$ cat src/hw/sssp_ro_defines.svh
`ifndef SSSP_RO_DEFINES_SVH
`define SSSP_RO_DEFINES_SVH

// parent tasks in flight, as a log2
`define SSSP_THREAD_LOG 3

// outstanding memory reads, as a log2
`define SSSP_RID_LOG 3

// 64-bit edge records per memory line
`define SSSP_EDGES_PER_LINE 8

`define SSSP_LINE_BITS 512

// config write address of the neighbor base register
`define SSSP_REG_NEIGHBOR_BASE 16'h0024

`endif

$ cat src/hw/sssp_ro_pkg.sv
`include "sssp_ro_defines.svh"

package sssp_ro_pkg;

typedef logic [31:0] ts_t;
typedef logic [31:0] vid_t;
typedef logic [31:0] eo_t;
typedef logic [31:0] addr_t;
typedef logic [`SSSP_THREAD_LOG-1:0] thread_id_t;
typedef logic [`SSSP_RID_LOG-1:0] rid_t;
typedef logic [`SSSP_EDGES_PER_LINE-1:0] edge_mask_t;
typedef logic [`SSSP_LINE_BITS-1:0] line_t;

typedef struct packed {
   ts_t  ts;
   vid_t vertex;
   eo_t  eo_begin;
   eo_t  eo_end;   // exclusive
} parent_task_t;

typedef struct packed {
   ts_t  ts;
   vid_t vertex;
} child_task_t;

// one edge record as stored in memory
typedef struct packed {
   ts_t  weight;
   vid_t neighbor;
} edge_t;

typedef struct packed {
   addr_t addr;   // line aligned
   rid_t  rid;
} ar_req_t;

typedef struct packed {
   rid_t  rid;
   line_t data;
} r_resp_t;

typedef struct packed {
   thread_id_t thread;
   edge_mask_t edge_mask;
} mshr_t;

typedef struct packed {
   logic [15:0] addr;
   logic [31:0] data;
} cfg_wr_t;

typedef struct packed {
   ts_t   ts;         // parent timestamp
   edge_t edge_rec;
   logic  last;       // last edge of the parent
} edge_item_t;

typedef enum logic {
   IDLE,
   ISSUE
} issue_state_t;

endpackage

$ cat src/hw/free_list.sv
`timescale 1ns/1ps

module free_list #(
   parameter int LOG_DEPTH = 3
) (
   input  logic                 clk,
   input  logic                 rstn,
   input  logic                 push,
   input  logic [LOG_DEPTH-1:0] push_id,
   input  logic                 pop,
   output logic [LOG_DEPTH-1:0] pop_id,
   output logic                 empty,
   output logic                 all_free
);

localparam int DEPTH = 1 << LOG_DEPTH;

logic [LOG_DEPTH-1:0] ids [0:DEPTH-1];
logic [LOG_DEPTH-1:0] head;
logic [LOG_DEPTH-1:0] tail;   // wraps at DEPTH
logic [LOG_DEPTH:0]   count;

always_ff @(posedge clk) begin
   if (!rstn) begin
      // every id starts out free
      for (int i = 0; i < DEPTH; i++) begin
         ids[i] <= LOG_DEPTH'(i);
      end
      head  <= '0;
      tail  <= '0;
      count <= (LOG_DEPTH+1)'(DEPTH);
   end else begin
      if (push) begin
         ids[tail] <= push_id;
         tail      <= tail + 1'b1;
      end
      if (pop) begin
         head <= head + 1'b1;
      end
      case ({push, pop})
         2'b10:   count <= count + 1'b1;
         2'b01:   count <= count - 1'b1;
         default: count <= count;
      endcase
   end
end

assign pop_id   = ids[head];
assign empty    = (count == '0);
assign all_free = (count == (LOG_DEPTH+1)'(DEPTH));

endmodule

$ cat src/hw/edge_read_issue.sv
`timescale 1ns/1ps
`include "sssp_ro_defines.svh"

module edge_read_issue (
   input  logic                      clk,
   input  logic                      rstn,
   input  logic                      task_valid,
   output logic                      task_ready,
   input  sssp_ro_pkg::parent_task_t task_in,
   input  logic                      cfg_valid,
   input  sssp_ro_pkg::cfg_wr_t      cfg,
   output logic                      ar_valid,
   input  logic                      ar_ready,
   output sssp_ro_pkg::ar_req_t      ar,
   input  logic                      thread_avail,
   input  sssp_ro_pkg::thread_id_t   thread_id,
   output logic                      thread_alloc,
   output sssp_ro_pkg::ts_t          alloc_ts,
   output sssp_ro_pkg::eo_t          alloc_count,
   output logic                      mshr_wr_valid,
   output sssp_ro_pkg::rid_t         mshr_wr_rid,
   output sssp_ro_pkg::mshr_t        mshr_wr,
   input  logic                      rid_free_valid,
   input  sssp_ro_pkg::rid_t         rid_free
);

localparam int SLOT_W     = $clog2(`SSSP_EDGES_PER_LINE);
localparam int LINE_BYTES = `SSSP_EDGES_PER_LINE * 8;
localparam int OFS_W      = $clog2(LINE_BYTES);

sssp_ro_pkg::issue_state_t state;
sssp_ro_pkg::addr_t        base;
sssp_ro_pkg::eo_t          cur_eo;
sssp_ro_pkg::eo_t          end_eo;
sssp_ro_pkg::thread_id_t   cur_thread;

sssp_ro_pkg::addr_t        edge_addr;
sssp_ro_pkg::eo_t          remaining;
sssp_ro_pkg::edge_mask_t   line_mask;
logic [SLOT_W-1:0]         slot;
logic [SLOT_W:0]           room;
logic [SLOT_W:0]           line_cnt;
logic                      last_line;
logic                      task_empty;
logic                      task_take;
logic                      ar_fire;
logic                      rid_empty;

// neighbor base register, byte address
always_ff @(posedge clk) begin
   if (!rstn) begin
      base <= '0;
   end else if (cfg_valid && cfg.addr == `SSSP_REG_NEIGHBOR_BASE) begin
      base <= cfg.data;
   end
end

assign task_empty   = (task_in.eo_end == task_in.eo_begin);
assign task_ready   = (state == sssp_ro_pkg::IDLE) && (task_empty || thread_avail);
assign task_take    = task_valid && task_ready;
assign thread_alloc = task_take && !task_empty;   // empty tasks just drain
assign alloc_ts     = task_in.ts;
assign alloc_count  = task_in.eo_end - task_in.eo_begin;

// current line of the walk
assign edge_addr = base + {cur_eo[28:0], 3'b000};
assign slot      = edge_addr[OFS_W-1:3];
assign room      = (SLOT_W+1)'(`SSSP_EDGES_PER_LINE) - {1'b0, slot};
assign remaining = end_eo - cur_eo;
assign last_line = (remaining <= sssp_ro_pkg::eo_t'(room));
assign line_cnt  = last_line ? remaining[SLOT_W:0] : room;

always_comb begin
   for (int i = 0; i < `SSSP_EDGES_PER_LINE; i++) begin
      line_mask[i] = (i >= int'(slot)) && (i < int'(slot) + int'(line_cnt));
   end
end

assign ar_valid = (state == sssp_ro_pkg::ISSUE) && !rid_empty;
assign ar_fire  = ar_valid && ar_ready;
assign ar.addr  = edge_addr & ~sssp_ro_pkg::addr_t'(LINE_BYTES - 1);

// miss table entry goes with every accepted read
assign mshr_wr_valid    = ar_fire;
assign mshr_wr_rid      = ar.rid;
assign mshr_wr.thread    = cur_thread;
assign mshr_wr.edge_mask = line_mask;

always_ff @(posedge clk) begin
   if (!rstn) begin
      state <= sssp_ro_pkg::IDLE;
   end else begin
      case (state)
         sssp_ro_pkg::IDLE: begin
            if (thread_alloc) begin
               state <= sssp_ro_pkg::ISSUE;
            end
         end
         sssp_ro_pkg::ISSUE: begin
            if (ar_fire && last_line) begin
               state <= sssp_ro_pkg::IDLE;
            end
         end
         default: state <= sssp_ro_pkg::IDLE;
      endcase
   end
end

always_ff @(posedge clk) begin
   if (thread_alloc) begin
      cur_eo     <= task_in.eo_begin;
      end_eo     <= task_in.eo_end;
      cur_thread <= thread_id;
   end else if (ar_fire) begin
      cur_eo <= cur_eo + sssp_ro_pkg::eo_t'(line_cnt);
   end
end

free_list #(
   .LOG_DEPTH(`SSSP_RID_LOG)
) u_rid_list (
   .clk      (clk),
   .rstn     (rstn),
   .push     (rid_free_valid),
   .push_id  (rid_free),
   .pop      (ar_fire),
   .pop_id   (ar.rid),
   .empty    (rid_empty),
   .all_free ()
);

endmodule

$ cat src/hw/line_unpack.sv
`timescale 1ns/1ps
`include "sssp_ro_defines.svh"

module line_unpack (
   input  logic                    clk,
   input  logic                    rstn,
   input  logic                    mshr_wr_valid,
   input  sssp_ro_pkg::rid_t       mshr_wr_rid,
   input  sssp_ro_pkg::mshr_t      mshr_wr,
   input  logic                    r_valid,
   output logic                    r_ready,
   input  sssp_ro_pkg::r_resp_t    r,
   output logic                    rid_free_valid,
   output sssp_ro_pkg::rid_t       rid_free,
   output sssp_ro_pkg::thread_id_t lookup_thread,
   input  sssp_ro_pkg::ts_t        lookup_ts,
   output logic                    consume,
   output sssp_ro_pkg::thread_id_t consume_thread,
   input  logic                    consume_last,
   output logic                    edge_valid,
   input  logic                    edge_ready,
   output sssp_ro_pkg::edge_item_t edge_item
);

localparam int N_EDGE = `SSSP_EDGES_PER_LINE;
localparam int SEL_W  = $clog2(N_EDGE);
localparam int EDGE_W = $bits(sssp_ro_pkg::edge_t);
localparam int N_RID  = 1 << `SSSP_RID_LOG;

sssp_ro_pkg::mshr_t      mshr_tab [0:N_RID-1];

logic                    resp_valid;
sssp_ro_pkg::line_t      resp_line;
sssp_ro_pkg::edge_mask_t resp_mask;
sssp_ro_pkg::thread_id_t resp_thread;

logic [SEL_W-1:0]        sel;
sssp_ro_pkg::edge_mask_t next_mask;
logic                    r_fire;
logic                    edge_fire;

always_ff @(posedge clk) begin
   if (mshr_wr_valid) begin
      mshr_tab[mshr_wr_rid] <= mshr_wr;
   end
end

assign r_ready        = !resp_valid;
assign r_fire         = r_valid && r_ready;
assign rid_free_valid = r_fire;   // entry is copied out, rid can go back
assign rid_free       = r.rid;

// lowest pending edge slot
always_comb begin
   sel = '0;
   for (int i = N_EDGE - 1; i >= 0; i--) begin
      if (resp_mask[i]) begin
         sel = SEL_W'(i);
      end
   end
end

assign next_mask = resp_mask & ~(sssp_ro_pkg::edge_mask_t'(1) << sel);

assign edge_valid         = resp_valid;
assign edge_fire          = edge_valid && edge_ready;
assign lookup_thread      = resp_thread;
assign edge_item.ts       = lookup_ts;
assign edge_item.edge_rec = resp_line[sel*EDGE_W +: EDGE_W];
assign edge_item.last     = consume_last;

assign consume        = edge_fire;
assign consume_thread = resp_thread;

always_ff @(posedge clk) begin
   if (!rstn) begin
      resp_valid <= 1'b0;
   end else if (r_fire) begin
      resp_valid <= 1'b1;
   end else if (edge_fire && next_mask == '0) begin
      resp_valid <= 1'b0;
   end
end

always_ff @(posedge clk) begin
   if (r_fire) begin
      resp_line   <= r.data;
      resp_mask   <= mshr_tab[r.rid].edge_mask;
      resp_thread <= mshr_tab[r.rid].thread;
   end else if (edge_fire) begin
      resp_mask <= next_mask;
   end
end

endmodule

$ cat src/hw/thread_table.sv
`timescale 1ns/1ps
`include "sssp_ro_defines.svh"

module thread_table (
   input  logic                    clk,
   input  logic                    rstn,
   input  logic                    alloc,
   input  sssp_ro_pkg::ts_t        alloc_ts,
   input  sssp_ro_pkg::eo_t        alloc_count,
   output logic                    thread_avail,
   output sssp_ro_pkg::thread_id_t thread_id,
   input  sssp_ro_pkg::thread_id_t lookup_thread,
   output sssp_ro_pkg::ts_t        lookup_ts,
   input  logic                    consume,
   input  sssp_ro_pkg::thread_id_t consume_thread,
   output logic                    consume_last,
   output logic                    idle
);

localparam int N_THREAD = 1 << `SSSP_THREAD_LOG;

sssp_ro_pkg::ts_t ts_tab  [0:N_THREAD-1];
sssp_ro_pkg::eo_t cnt_tab [0:N_THREAD-1];   // edges still to emit
logic             thread_empty;

always_ff @(posedge clk) begin
   if (alloc) begin
      ts_tab[thread_id] <= alloc_ts;
   end
end

// alloc and consume never hit the same thread in one cycle
always_ff @(posedge clk) begin
   if (!rstn) begin
      for (int i = 0; i < N_THREAD; i++) begin
         cnt_tab[i] <= '0;
      end
   end else begin
      if (alloc) begin
         cnt_tab[thread_id] <= alloc_count;
      end
      if (consume) begin
         cnt_tab[consume_thread] <= cnt_tab[consume_thread] - 1'b1;
      end
   end
end

assign lookup_ts    = ts_tab[lookup_thread];
assign consume_last = (cnt_tab[consume_thread] == sssp_ro_pkg::eo_t'(1));
assign thread_avail = !thread_empty;

free_list #(
   .LOG_DEPTH(`SSSP_THREAD_LOG)
) u_thread_list (
   .clk      (clk),
   .rstn     (rstn),
   .push     (consume && consume_last),   // freed on its last edge
   .push_id  (consume_thread),
   .pop      (alloc),
   .pop_id   (thread_id),
   .empty    (thread_empty),
   .all_free (idle)
);

endmodule

$ cat src/hw/child_gen.sv
`timescale 1ns/1ps

module child_gen (
   input  logic                     clk,
   input  logic                     rstn,
   input  logic                     edge_valid,
   output logic                     edge_ready,
   input  sssp_ro_pkg::edge_item_t  edge_item,
   output logic                     child_valid,
   input  logic                     child_ready,
   output sssp_ro_pkg::child_task_t child
);

logic edge_fire;

assign edge_ready = !child_valid || child_ready;
assign edge_fire  = edge_valid && edge_ready;

always_ff @(posedge clk) begin
   if (!rstn) begin
      child_valid <= 1'b0;
   end else if (edge_fire) begin
      child_valid <= 1'b1;
   end else if (child_ready) begin
      child_valid <= 1'b0;
   end
end

// relax the edge: parent distance plus weight
always_ff @(posedge clk) begin
   if (edge_fire) begin
      child.ts     <= edge_item.ts + edge_item.edge_rec.weight;
      child.vertex <= edge_item.edge_rec.neighbor;
   end
end

endmodule

$ cat src/hw/sssp_ro_top.sv
`timescale 1ns/1ps

module sssp_ro_top (
   input  logic                      clk,
   input  logic                      rstn,
   input  logic                      task_valid,
   output logic                      task_ready,
   input  sssp_ro_pkg::parent_task_t task_in,
   output logic                      ar_valid,
   input  logic                      ar_ready,
   output sssp_ro_pkg::ar_req_t      ar,
   input  logic                      r_valid,
   output logic                      r_ready,
   input  sssp_ro_pkg::r_resp_t      r,
   output logic                      child_valid,
   input  logic                      child_ready,
   output sssp_ro_pkg::child_task_t  child,
   input  logic                      cfg_valid,
   input  sssp_ro_pkg::cfg_wr_t      cfg,
   output logic                      idle
);

logic                    thread_avail;
sssp_ro_pkg::thread_id_t thread_id;
logic                    thread_alloc;
sssp_ro_pkg::ts_t        alloc_ts;
sssp_ro_pkg::eo_t        alloc_count;
logic                    mshr_wr_valid;
sssp_ro_pkg::rid_t       mshr_wr_rid;
sssp_ro_pkg::mshr_t      mshr_wr;
logic                    rid_free_valid;
sssp_ro_pkg::rid_t       rid_free;
sssp_ro_pkg::thread_id_t lookup_thread;
sssp_ro_pkg::ts_t        lookup_ts;
logic                    consume;
sssp_ro_pkg::thread_id_t consume_thread;
logic                    consume_last;
logic                    edge_valid;
logic                    edge_ready;
sssp_ro_pkg::edge_item_t edge_item;

edge_read_issue u_issue (
   .clk            (clk),
   .rstn           (rstn),
   .task_valid     (task_valid),
   .task_ready     (task_ready),
   .task_in        (task_in),
   .cfg_valid      (cfg_valid),
   .cfg            (cfg),
   .ar_valid       (ar_valid),
   .ar_ready       (ar_ready),
   .ar             (ar),
   .thread_avail   (thread_avail),
   .thread_id      (thread_id),
   .thread_alloc   (thread_alloc),
   .alloc_ts       (alloc_ts),
   .alloc_count    (alloc_count),
   .mshr_wr_valid  (mshr_wr_valid),
   .mshr_wr_rid    (mshr_wr_rid),
   .mshr_wr        (mshr_wr),
   .rid_free_valid (rid_free_valid),
   .rid_free       (rid_free)
);

thread_table u_threads (
   .clk            (clk),
   .rstn           (rstn),
   .alloc          (thread_alloc),
   .alloc_ts       (alloc_ts),
   .alloc_count    (alloc_count),
   .thread_avail   (thread_avail),
   .thread_id      (thread_id),
   .lookup_thread  (lookup_thread),
   .lookup_ts      (lookup_ts),
   .consume        (consume),
   .consume_thread (consume_thread),
   .consume_last   (consume_last),
   .idle           (idle)
);

line_unpack u_unpack (
   .clk            (clk),
   .rstn           (rstn),
   .mshr_wr_valid  (mshr_wr_valid),
   .mshr_wr_rid    (mshr_wr_rid),
   .mshr_wr        (mshr_wr),
   .r_valid        (r_valid),
   .r_ready        (r_ready),
   .r              (r),
   .rid_free_valid (rid_free_valid),
   .rid_free       (rid_free),
   .lookup_thread  (lookup_thread),
   .lookup_ts      (lookup_ts),
   .consume        (consume),
   .consume_thread (consume_thread),
   .consume_last   (consume_last),
   .edge_valid     (edge_valid),
   .edge_ready     (edge_ready),
   .edge_item      (edge_item)
);

child_gen u_child (
   .clk         (clk),
   .rstn        (rstn),
   .edge_valid  (edge_valid),
   .edge_ready  (edge_ready),
   .edge_item   (edge_item),
   .child_valid (child_valid),
   .child_ready (child_ready),
   .child       (child)
);

endmodule

$ cat config.mk
export PLATFORM = sky130hd
export DESIGN_NAME = sssp_ro_top
export DESIGN_NICKNAME = d
export VERILOG_FILES = /design/src/hw/sssp_ro_pkg.sv /design/src/hw/free_list.sv /design/src/hw/edge_read_issue.sv /design/src/hw/line_unpack.sv /design/src/hw/thread_table.sv /design/src/hw/child_gen.sv /design/src/hw/sssp_ro_top.sv
export VERILOG_INCLUDE_DIRS = /design/src /design/src/hw
export SDC_FILE = /design/constraint.sdc
export NUM_CORES = 2
export LEC_CHECK = 0
export BUFFER_PORTS_ARGS = -buffer_cell sky130_fd_sc_hd__buf_4
export CAP_MARGIN = 10
export CORE_MARGIN = 4
export CORE_UTILIZATION = 40
export DETAILED_ROUTE_END_ITERATION = 6
export GPL_TIMING_DRIVEN = 0
export PLACE_DENSITY_LB_ADDON = 0.1
export SYNTH_ARGS = -nofsm -noshare
export SYNTH_HDL_FRONTEND = slang
export SYNTH_SLANG_ARGS = --single-unit
$ cat constraint.sdc
create_clock -name clk -period 30.6 [get_ports clk]
set_input_delay 6.12 -clock clk [delete_from_list [all_inputs] [get_ports clk]]
set_output_delay 6.12 -clock clk [all_outputs]
set_load 0.01 [all_outputs]
Yosys cells after proc, flatten, opt, wreduce, memory -nomap -nowiden
Memories as Yosys holds them, arrays and structs flattened. A register that Yosys moved wholly into a read port is not among the register bits.
Cells that the tools add are included.
{ "op_classes": {"muxes": 55, "div": 0, "n_reduce_logical": 38, "n_eq_ne": 8, "n_lt_le_gt_ge": 16, "add_sub_neg": 16, "n_bitwise": 3, "shifts": 2, "mul": 0} }
{ "op_table": {"columns": ["op", "n"], "rows": [
  ["$shiftx 512x10->64", 1],
  ["$lt 4x32->1 const A", 4],
  ["$mux 32", 4],
  ["$add 32x32->32", 2],
  ["$lt 3x32->1 const A", 2],
  ["$reduce_or 32->1", 2],
  ["$sub 32x32->32", 2],
  ["$mux 3", 20],
  ["$add 32x4->32", 1],
  ["$eq 32x1->1 const B", 1],
  ["$eq 32x32->1", 1],
  ["$le 32x4->1", 1],
  ["$lt 1x32->1 const A", 1],
  ["$lt 2x32->1 const A", 1],
  ["$sub 32x1->32 const B", 1],
  ["$mux 1", 25],
  ["$logic_and 1x1->1", 18],
  ["$eq 16x6->1 const B", 1],
  ["$mux 8", 2],
  ["$pmux 4 s2", 2],
  ["$add 3x1->3 const B", 4],
  ["$reduce_bool 2->1", 6],
  ["$ge 3x3->1 const A", 3],
  ["$add 4x1->4 const B", 2],
  ["other kinds (19)", 31]
]} }
{ "totals": {"latch_bits": 0, "ram_bits": 648, "in_bits": 698, "romBits": 0, "memories": 5, "regBits": 709, "output_inout_bits": 104} }
{ "memory_table": {"columns": ["name", "depth", "word_bits", "read_ports", "rd_clocked_by_memory_dff", "write_ports", "line_no", "source"], "rows": [
  ["u_threads.cnt_tab", 8, 32, 1, 1, 8, "thread_table.sv:23", "sssp_ro_pkg::eo_t cnt_tab [0:N_THREAD-1];"],
  ["u_threads.ts_tab", 8, 32, 1, 1, 1, "thread_table.sv:22", "sssp_ro_pkg::ts_t ts_tab [0:N_THREAD-1];"],
  ["u_unpack.mshr_tab", 8, 11, 1, 0, 1, "line_unpack.sv:30", "sssp_ro_pkg::mshr_t mshr_tab [0:N_RID-1];"],
  ["u_issue.u_rid_list.ids", 8, 3, 1, 1, 8, "free_list.sv:18", "logic [LOG_DEPTH-1:0] ids [0:DEPTH-1];"],
  ["u_threads.u_thread_list.ids", 8, 3, 1, 1, 8, "free_list.sv:18", null]
]} }

Depth between registers and ports, before layout
{ "depth": {"ltp_word": 15, "mapped_depth": 30, "ltp_nobuf": 30} }

Hierarchy
Synthesis repeated with hierarchy kept, for this count alone.
{ "unflattened": {"cells_unflattened": 4685, "area_unflattened_um2": 64998.6} }
{ "by_module_without_submodules": {"columns": ["mod", "n_inst", "cells_each", "area_each_um2"], "rows": [
  ["line_unpack", 1, 1451, 24435.9],
  ["thread_table", 1, 1344, 22923.2],
  ["edge_read_issue", 1, 1255, 10146.0],
  ["child_gen", 1, 349, 3958.8],
  ["free_list at u_threads.u_thread_list", 1, 143, 1767.9],
  ["free_list at u_issue.u_rid_list", 1, 143, 1766.7]
]} }

Worst setup path before layout
No wires, ideal clock.
{ "synth_timing": {"path_kind": "input to register", "from": "in r_valid", "to": "reg u_unpack.resp_mask[0], enable pin", "cell_stages": 4, "n_path_buf": 1, "required_time_ps": 30250, "setup_time_ps": 350, "arrival_ps": 21974, "path_slack_ps": 8276, "path_cell_list": "nand2_1 -> inv_1 -> clkbuf_1 -> or2_2"} }
{ "synth_via": {"elab_chain_cells": 2} }
{ "synth_lines": {"columns": ["element", "line_no", "source"], "rows": [
  ["from (decl)", "sssp_ro_top.sv:12", "input logic r_valid,"],
  ["$logic_and 1x1->1", "line_unpack.sv:49", "assign r_fire = r_valid && r_ready;"],
  ["named net rid_free_valid", "sssp_ro_top.sv:31", "logic rid_free_valid;"],
  ["$reduce_bool 2->1 (no source line)", null, null],
  ["to (signal assigned)", "line_unpack.sv:88", "resp_mask <= mshr_tab[r.rid].edge_mask;"],
  ["to (signal assigned)", "line_unpack.sv:91", "resp_mask <= next_mask;"],
  ["to (decl)", "line_unpack.sv:34", "sssp_ro_pkg::edge_mask_t resp_mask;"]
]} }
The timed path passes the listed nets, and every way through them passes these cells.
A chain may end at the register's enable or synchronous reset.

Worst setup path after layout
{ "layout_timing": {"from": "in task_in[48] (netlist bit)", "to": "out task_ready"} }
{ "layout_via": {"elab_chain_cells": 3} }
{ "layout_lines": {"columns": ["element", "line_no", "source"], "rows": [
  ["from (decl)", "sssp_ro_top.sv:8", "input sssp_ro_pkg::parent_task_t task_in,"],
  ["$eq 32x32->1", "edge_read_issue.sv:58", "assign task_empty = (task_in.eo_end == task_in.eo_begin);"],
  ["$logic_or 1x1->1", "edge_read_issue.sv:59", "assign task_ready = (state == sssp_ro_pkg::IDLE) && (task_empty || thread_avail);"],
  ["$logic_and 1x1->1", "edge_read_issue.sv:59", null],
  ["to (decl)", "sssp_ro_top.sv:7", "output logic task_ready,"]
]} }
Every way passes these cells.

==> flow_metrics.py <==
metrics = {
    "run_status": {
        "status": "complete, no violations",
    },
    "placement": {
        "gp_congestion": 0.899,
        "place_inst": 7244,
        "place_ws_ns": 15.93,
        "placed_area_um2": 71100,
        "io_buffers": 759,
        "place_hpwl_um": 167000,
    },
    "pwr": {
        "pwr_density_cell_nw_per_um2": 71.0,
        "ir_worst_vdd_v": 0.0000507,
        "p_leak_nw": 28.0,
    },
    "clock_network": {
        "clkTransAtPathRegs_ns": 0.06,
        "cts-resized-gates": 0,
        "clk_latency_ns": 0.80,
        "max-clock-path-buffers": 3,
        "cts_inserted_buffers": 153,
        "htreeDepth": 4,
        "cts_hold_buf": 0,
        "clock-sinks": 1363,
        "clockRootBuffer": "clkbuf_16",
        "postCtsSetupBuffers": 0,
        "tritoncts": "yes",
    },
    "synth": {
        "synth_compound_gate_area_share_pct": 7.96,
        "synth_ff_type": "edfxtp_1",
        "ys_warn_count": 0,
        "synth_edf_count": 1302,
        "synth_area_per_cell_um2": 14.2,
        "synthMuxAreaShare_pct": 9.78,
        "syn_area_um2": 61900,
        "synth_xor_area_share_pct": 2.41,
        "synth_top_family_by_area": "multiplexers",
        "synth_fa_ha_area_share_pct": 3.25,
        "yosysSeqAreaShare_pct": 65.2,
        "synth_simple_gate_area_share_pct": 9.10,
        "synth-seq-cells": 1363,
        "synthDistinctLibCells": 88,
        "syn_inst": 4368,
        "synthArstFlopShare_pct": 0,
    },
    "timing": {
        "slew_headroom_pct": 9.78,
        "finalClockSkew_ns": 0.0543,
        "min_period_ns": 14.70,
        "final-hold-violation-count": 0,
        "max_freq_ghz": 0.0680,
        "setup_ws_ns": 15.90,
        "setup_viol": 0,
        "grt_setup_unrepaired": "no",
        "timing.final.crit_share_pct": 48.1,
        "slew_violations": 0,
        "worstMarginPinSlew_ns": 1.35,
    },
    "grt": {
        "antenna_found_initial": 52,
        "grt_max_degree": 68,
        "grt_pass1_vias": 41600,
        "grt_pass1_wl_um": 309000,
        "track_usage_pct": 26.6,
        "overflow": 0,
    },
    "detailed_routing": {
        "wl_per_cell_um": 29.1,
        "drt-total-wl_um": 220000,
        "drt-pass1-iter-count": 6,
        "drc": 0,
        "drt-initial-drc-count": 4543,
        "ant_nets": 0,
        "vias": 42800,
        "vias_per_cell": 5.66,
    },
    "die": {
        "fp.coreArea_um2": 154000,
        "num_io_pins": 802,
        "die_area_um2": 161000,
        "die_x_um": 401,
        "start_util_pct": 40.2,
        "die_h_um": 401,
        "rows": 144,
    },
    "worst_setup_path": {
        "crit_type": "in -> out",
        "crit_path_frequent_cell": "buf_4",
        "start_kind": "input pin",
        "path_cells": "buf_4 -> inv_1 -> ha_1 -> nand3_1 -> or2_2 -> nor4_1 -> nand4_1 -> or3_1 -> a21oi_1 -> buf_4",
        "cpPeakStageDelay_ns": 0.43,
        "endpoint_kind": "primary output",
        "cp_max_fo": 4,
        "arrival_ns": 8.58,
        "cp_slowest_cell": "inv_1",
        "worstPathRequired_ns": 24.48,
    },
    "finish": {
        "finalInstanceArea_um2": 76200,
        "fin_util_pct": 49.5,
        "syn_to_final_growth_pct": 23.1,
        "final_cells": 7561,
        "final_net_count": 6215,
        "drive_gt1_share_pct": 25.5,
    },
    "flow_run": {
        "maxCapViolCount": 0,
    },
    "worst_hold_path": {
        "min_path_type": "reg -> reg",
    },
}
[worst paths after layout]
check,startpoint,end,slack (ns),depth (start not counted)
setup / recovery,task_in[48],task_ready,15.90,10
hold / removal,u_issue.base[15]$_SDFFE_PN0P_,u_issue.base[15]$_SDFFE_PN0P_,0.47,2
setup reg to reg,u_issue.cur_eo[1]$_DFFE_PP_,u_issue.cur_eo[31]$_DFFE_PP_,22.13,28
hold reg to reg,u_issue.base[15]$_SDFFE_PN0P_,u_issue.base[15]$_SDFFE_PN0P_,0.47,2
[registers in the layout, summed over array words and instances (netlist names), 4 cells and up, named ones only]
register and count:
u_unpack.resp_mask 8, u_issue.u_rid_list.count 4, u_unpack.mshr_tab 88, u_child.child 64, u_threads.cnt_tab 256, u_threads.u_thread_list.ids 24, u_unpack.resp_line 512, u_issue.cur_eo 32
u_threads.u_thread_list.count 4, u_threads.ts_tab 256, u_issue.u_rid_list.ids 24, u_issue.end_eo 32, u_issue.base 29
[synth_stat cells, types with 7 or more instances]
| master | count | area share [%] |
|---|---|---|
| buf_2 | 14 | 0.11 |
| nand2b_1 | 36 | 0.36 |
| nand3_1 | 189 | 1.5 |
| a21o_1 | 49 | 0.59 |
| and2_1 | 47 | 0.48 |
| or3_1 | 30 | 0.30 |
| o31ai_1 | 11 | 0.13 |
| o21bai_1 | 23 | 0.28 |
| nand2_1 | 585 | 3.5 |
| o211ai_1 | 17 | 0.21 |
| and3_1 | 17 | 0.17 |
| edfxtp_1 | 1302 | 63 |
| a21oi_1 | 135 | 1.1 |
| a31oi_1 | 12 | 0.12 |
| nor3_1 | 49 | 0.40 |
| dfxtp_1 | 61 | 2.0 |
| a21boi_0 | 35 | 0.42 |
| ha_1 | 148 | 3.0 |
| a211oi_1 | 15 | 0.18 |
| xnor2_1 | 112 | 1.6 |
| mux4_2 | 225 | 8.2 |
| o22ai_1 | 252 | 2.5 |
| or2_2 | 21 | 0.21 |
| nand4_1 | 28 | 0.28 |
| mux2i_1 | 44 | 0.71 |
| mux2_2 | 45 | 0.82 |
| xor2_1 | 51 | 0.72 |
| nor2b_1 | 22 | 0.22 |
| nor2_1 | 138 | 0.84 |
| clkbuf_1 | 164 | 1.0 |
| nand3b_1 | 7 | 0.085 |
| buf_1 | 33 | 0.20 |
| inv_1 | 130 | 0.79 |
| fa_1 | 8 | 0.26 |
| o21ai_0 | 164 | 1.3 |
| o21a_1 | 21 | 0.25 |
| nor4_1 | 16 | 0.16 |
| and4_1 | 7 | 0.099 |
[layout by cell type (no fill, tap or decap), types with 129 or more instances in the layout]
cell / n
edfxtp_1: 1302
buf_4: 799
nand2_1: 584
o22ai_1: 252
mux4_2: 225
clkbuf_1: 191
nand3_1: 189
o21ai_0: 164
clkbuf_16: 155
ha_1: 148
a21oi_1: 135
inv_1: 129
nor2_1: 129
[power breakdown]
group          total, mW  switching (mW)  internal (mW)
Combinational       1.27           0.786          0.487
Sequential          2.32          0.0641           2.25
Clock               1.81           0.788           1.03
[critical path: cells and delay by family]
family / cells / cell delay [ns]
fa+ha+maj: 1 / 0.29
compound gates: 1 / 0.18
simple gates: 5 / 1.30
buf+inv: 3 / 0.68
[metal layers]
layer,up-vias,track usage [%],wire [µm]
met1,21700,35.4,88000
met2,1773,43.4,106000
li1,18900,-,-
met3,314,6.72,19400
met5,-,0,425
met4,32,7.77,6480
[cell type report]
class / instances / area (µm²)
fillers: 13500 / 77700
flip-flops and latches: 1363 / 40300
multi-input cells: 2653 / 20200
repair buffers: 833 / 6660
clock buffers: 186 / 4020
well taps: 2044 / 2560
plain buffers: 224 / 935
clock inverters: 90 / 895
inverters: 133 / 499
diodes: 35 / 87.6
[cells by family (layout without fill, tap and decap cells)]
logic type      after synthesis  count (layout)
other cells                   1              41
compound gates              786             786
xor+xnor                    167             167
mux                         316             316
simple gates               1222            1222
buf+inv                     357            1466
fa+ha+maj                   156             156
flops                      1363            1363
[per-stage QoR]
step	hold slack [ns]	total power, mW	TNS, ns
floorplan	0.445	3.13	0
global placement	0.463	3.64	-0.115
detailed placement	0.466	3.62	0
CTS	0.474	5.44	0
global route	0.492	5.64	0
finish	0.471	5.41	0
No activity file was read; power rests on OpenSTA's default activity.
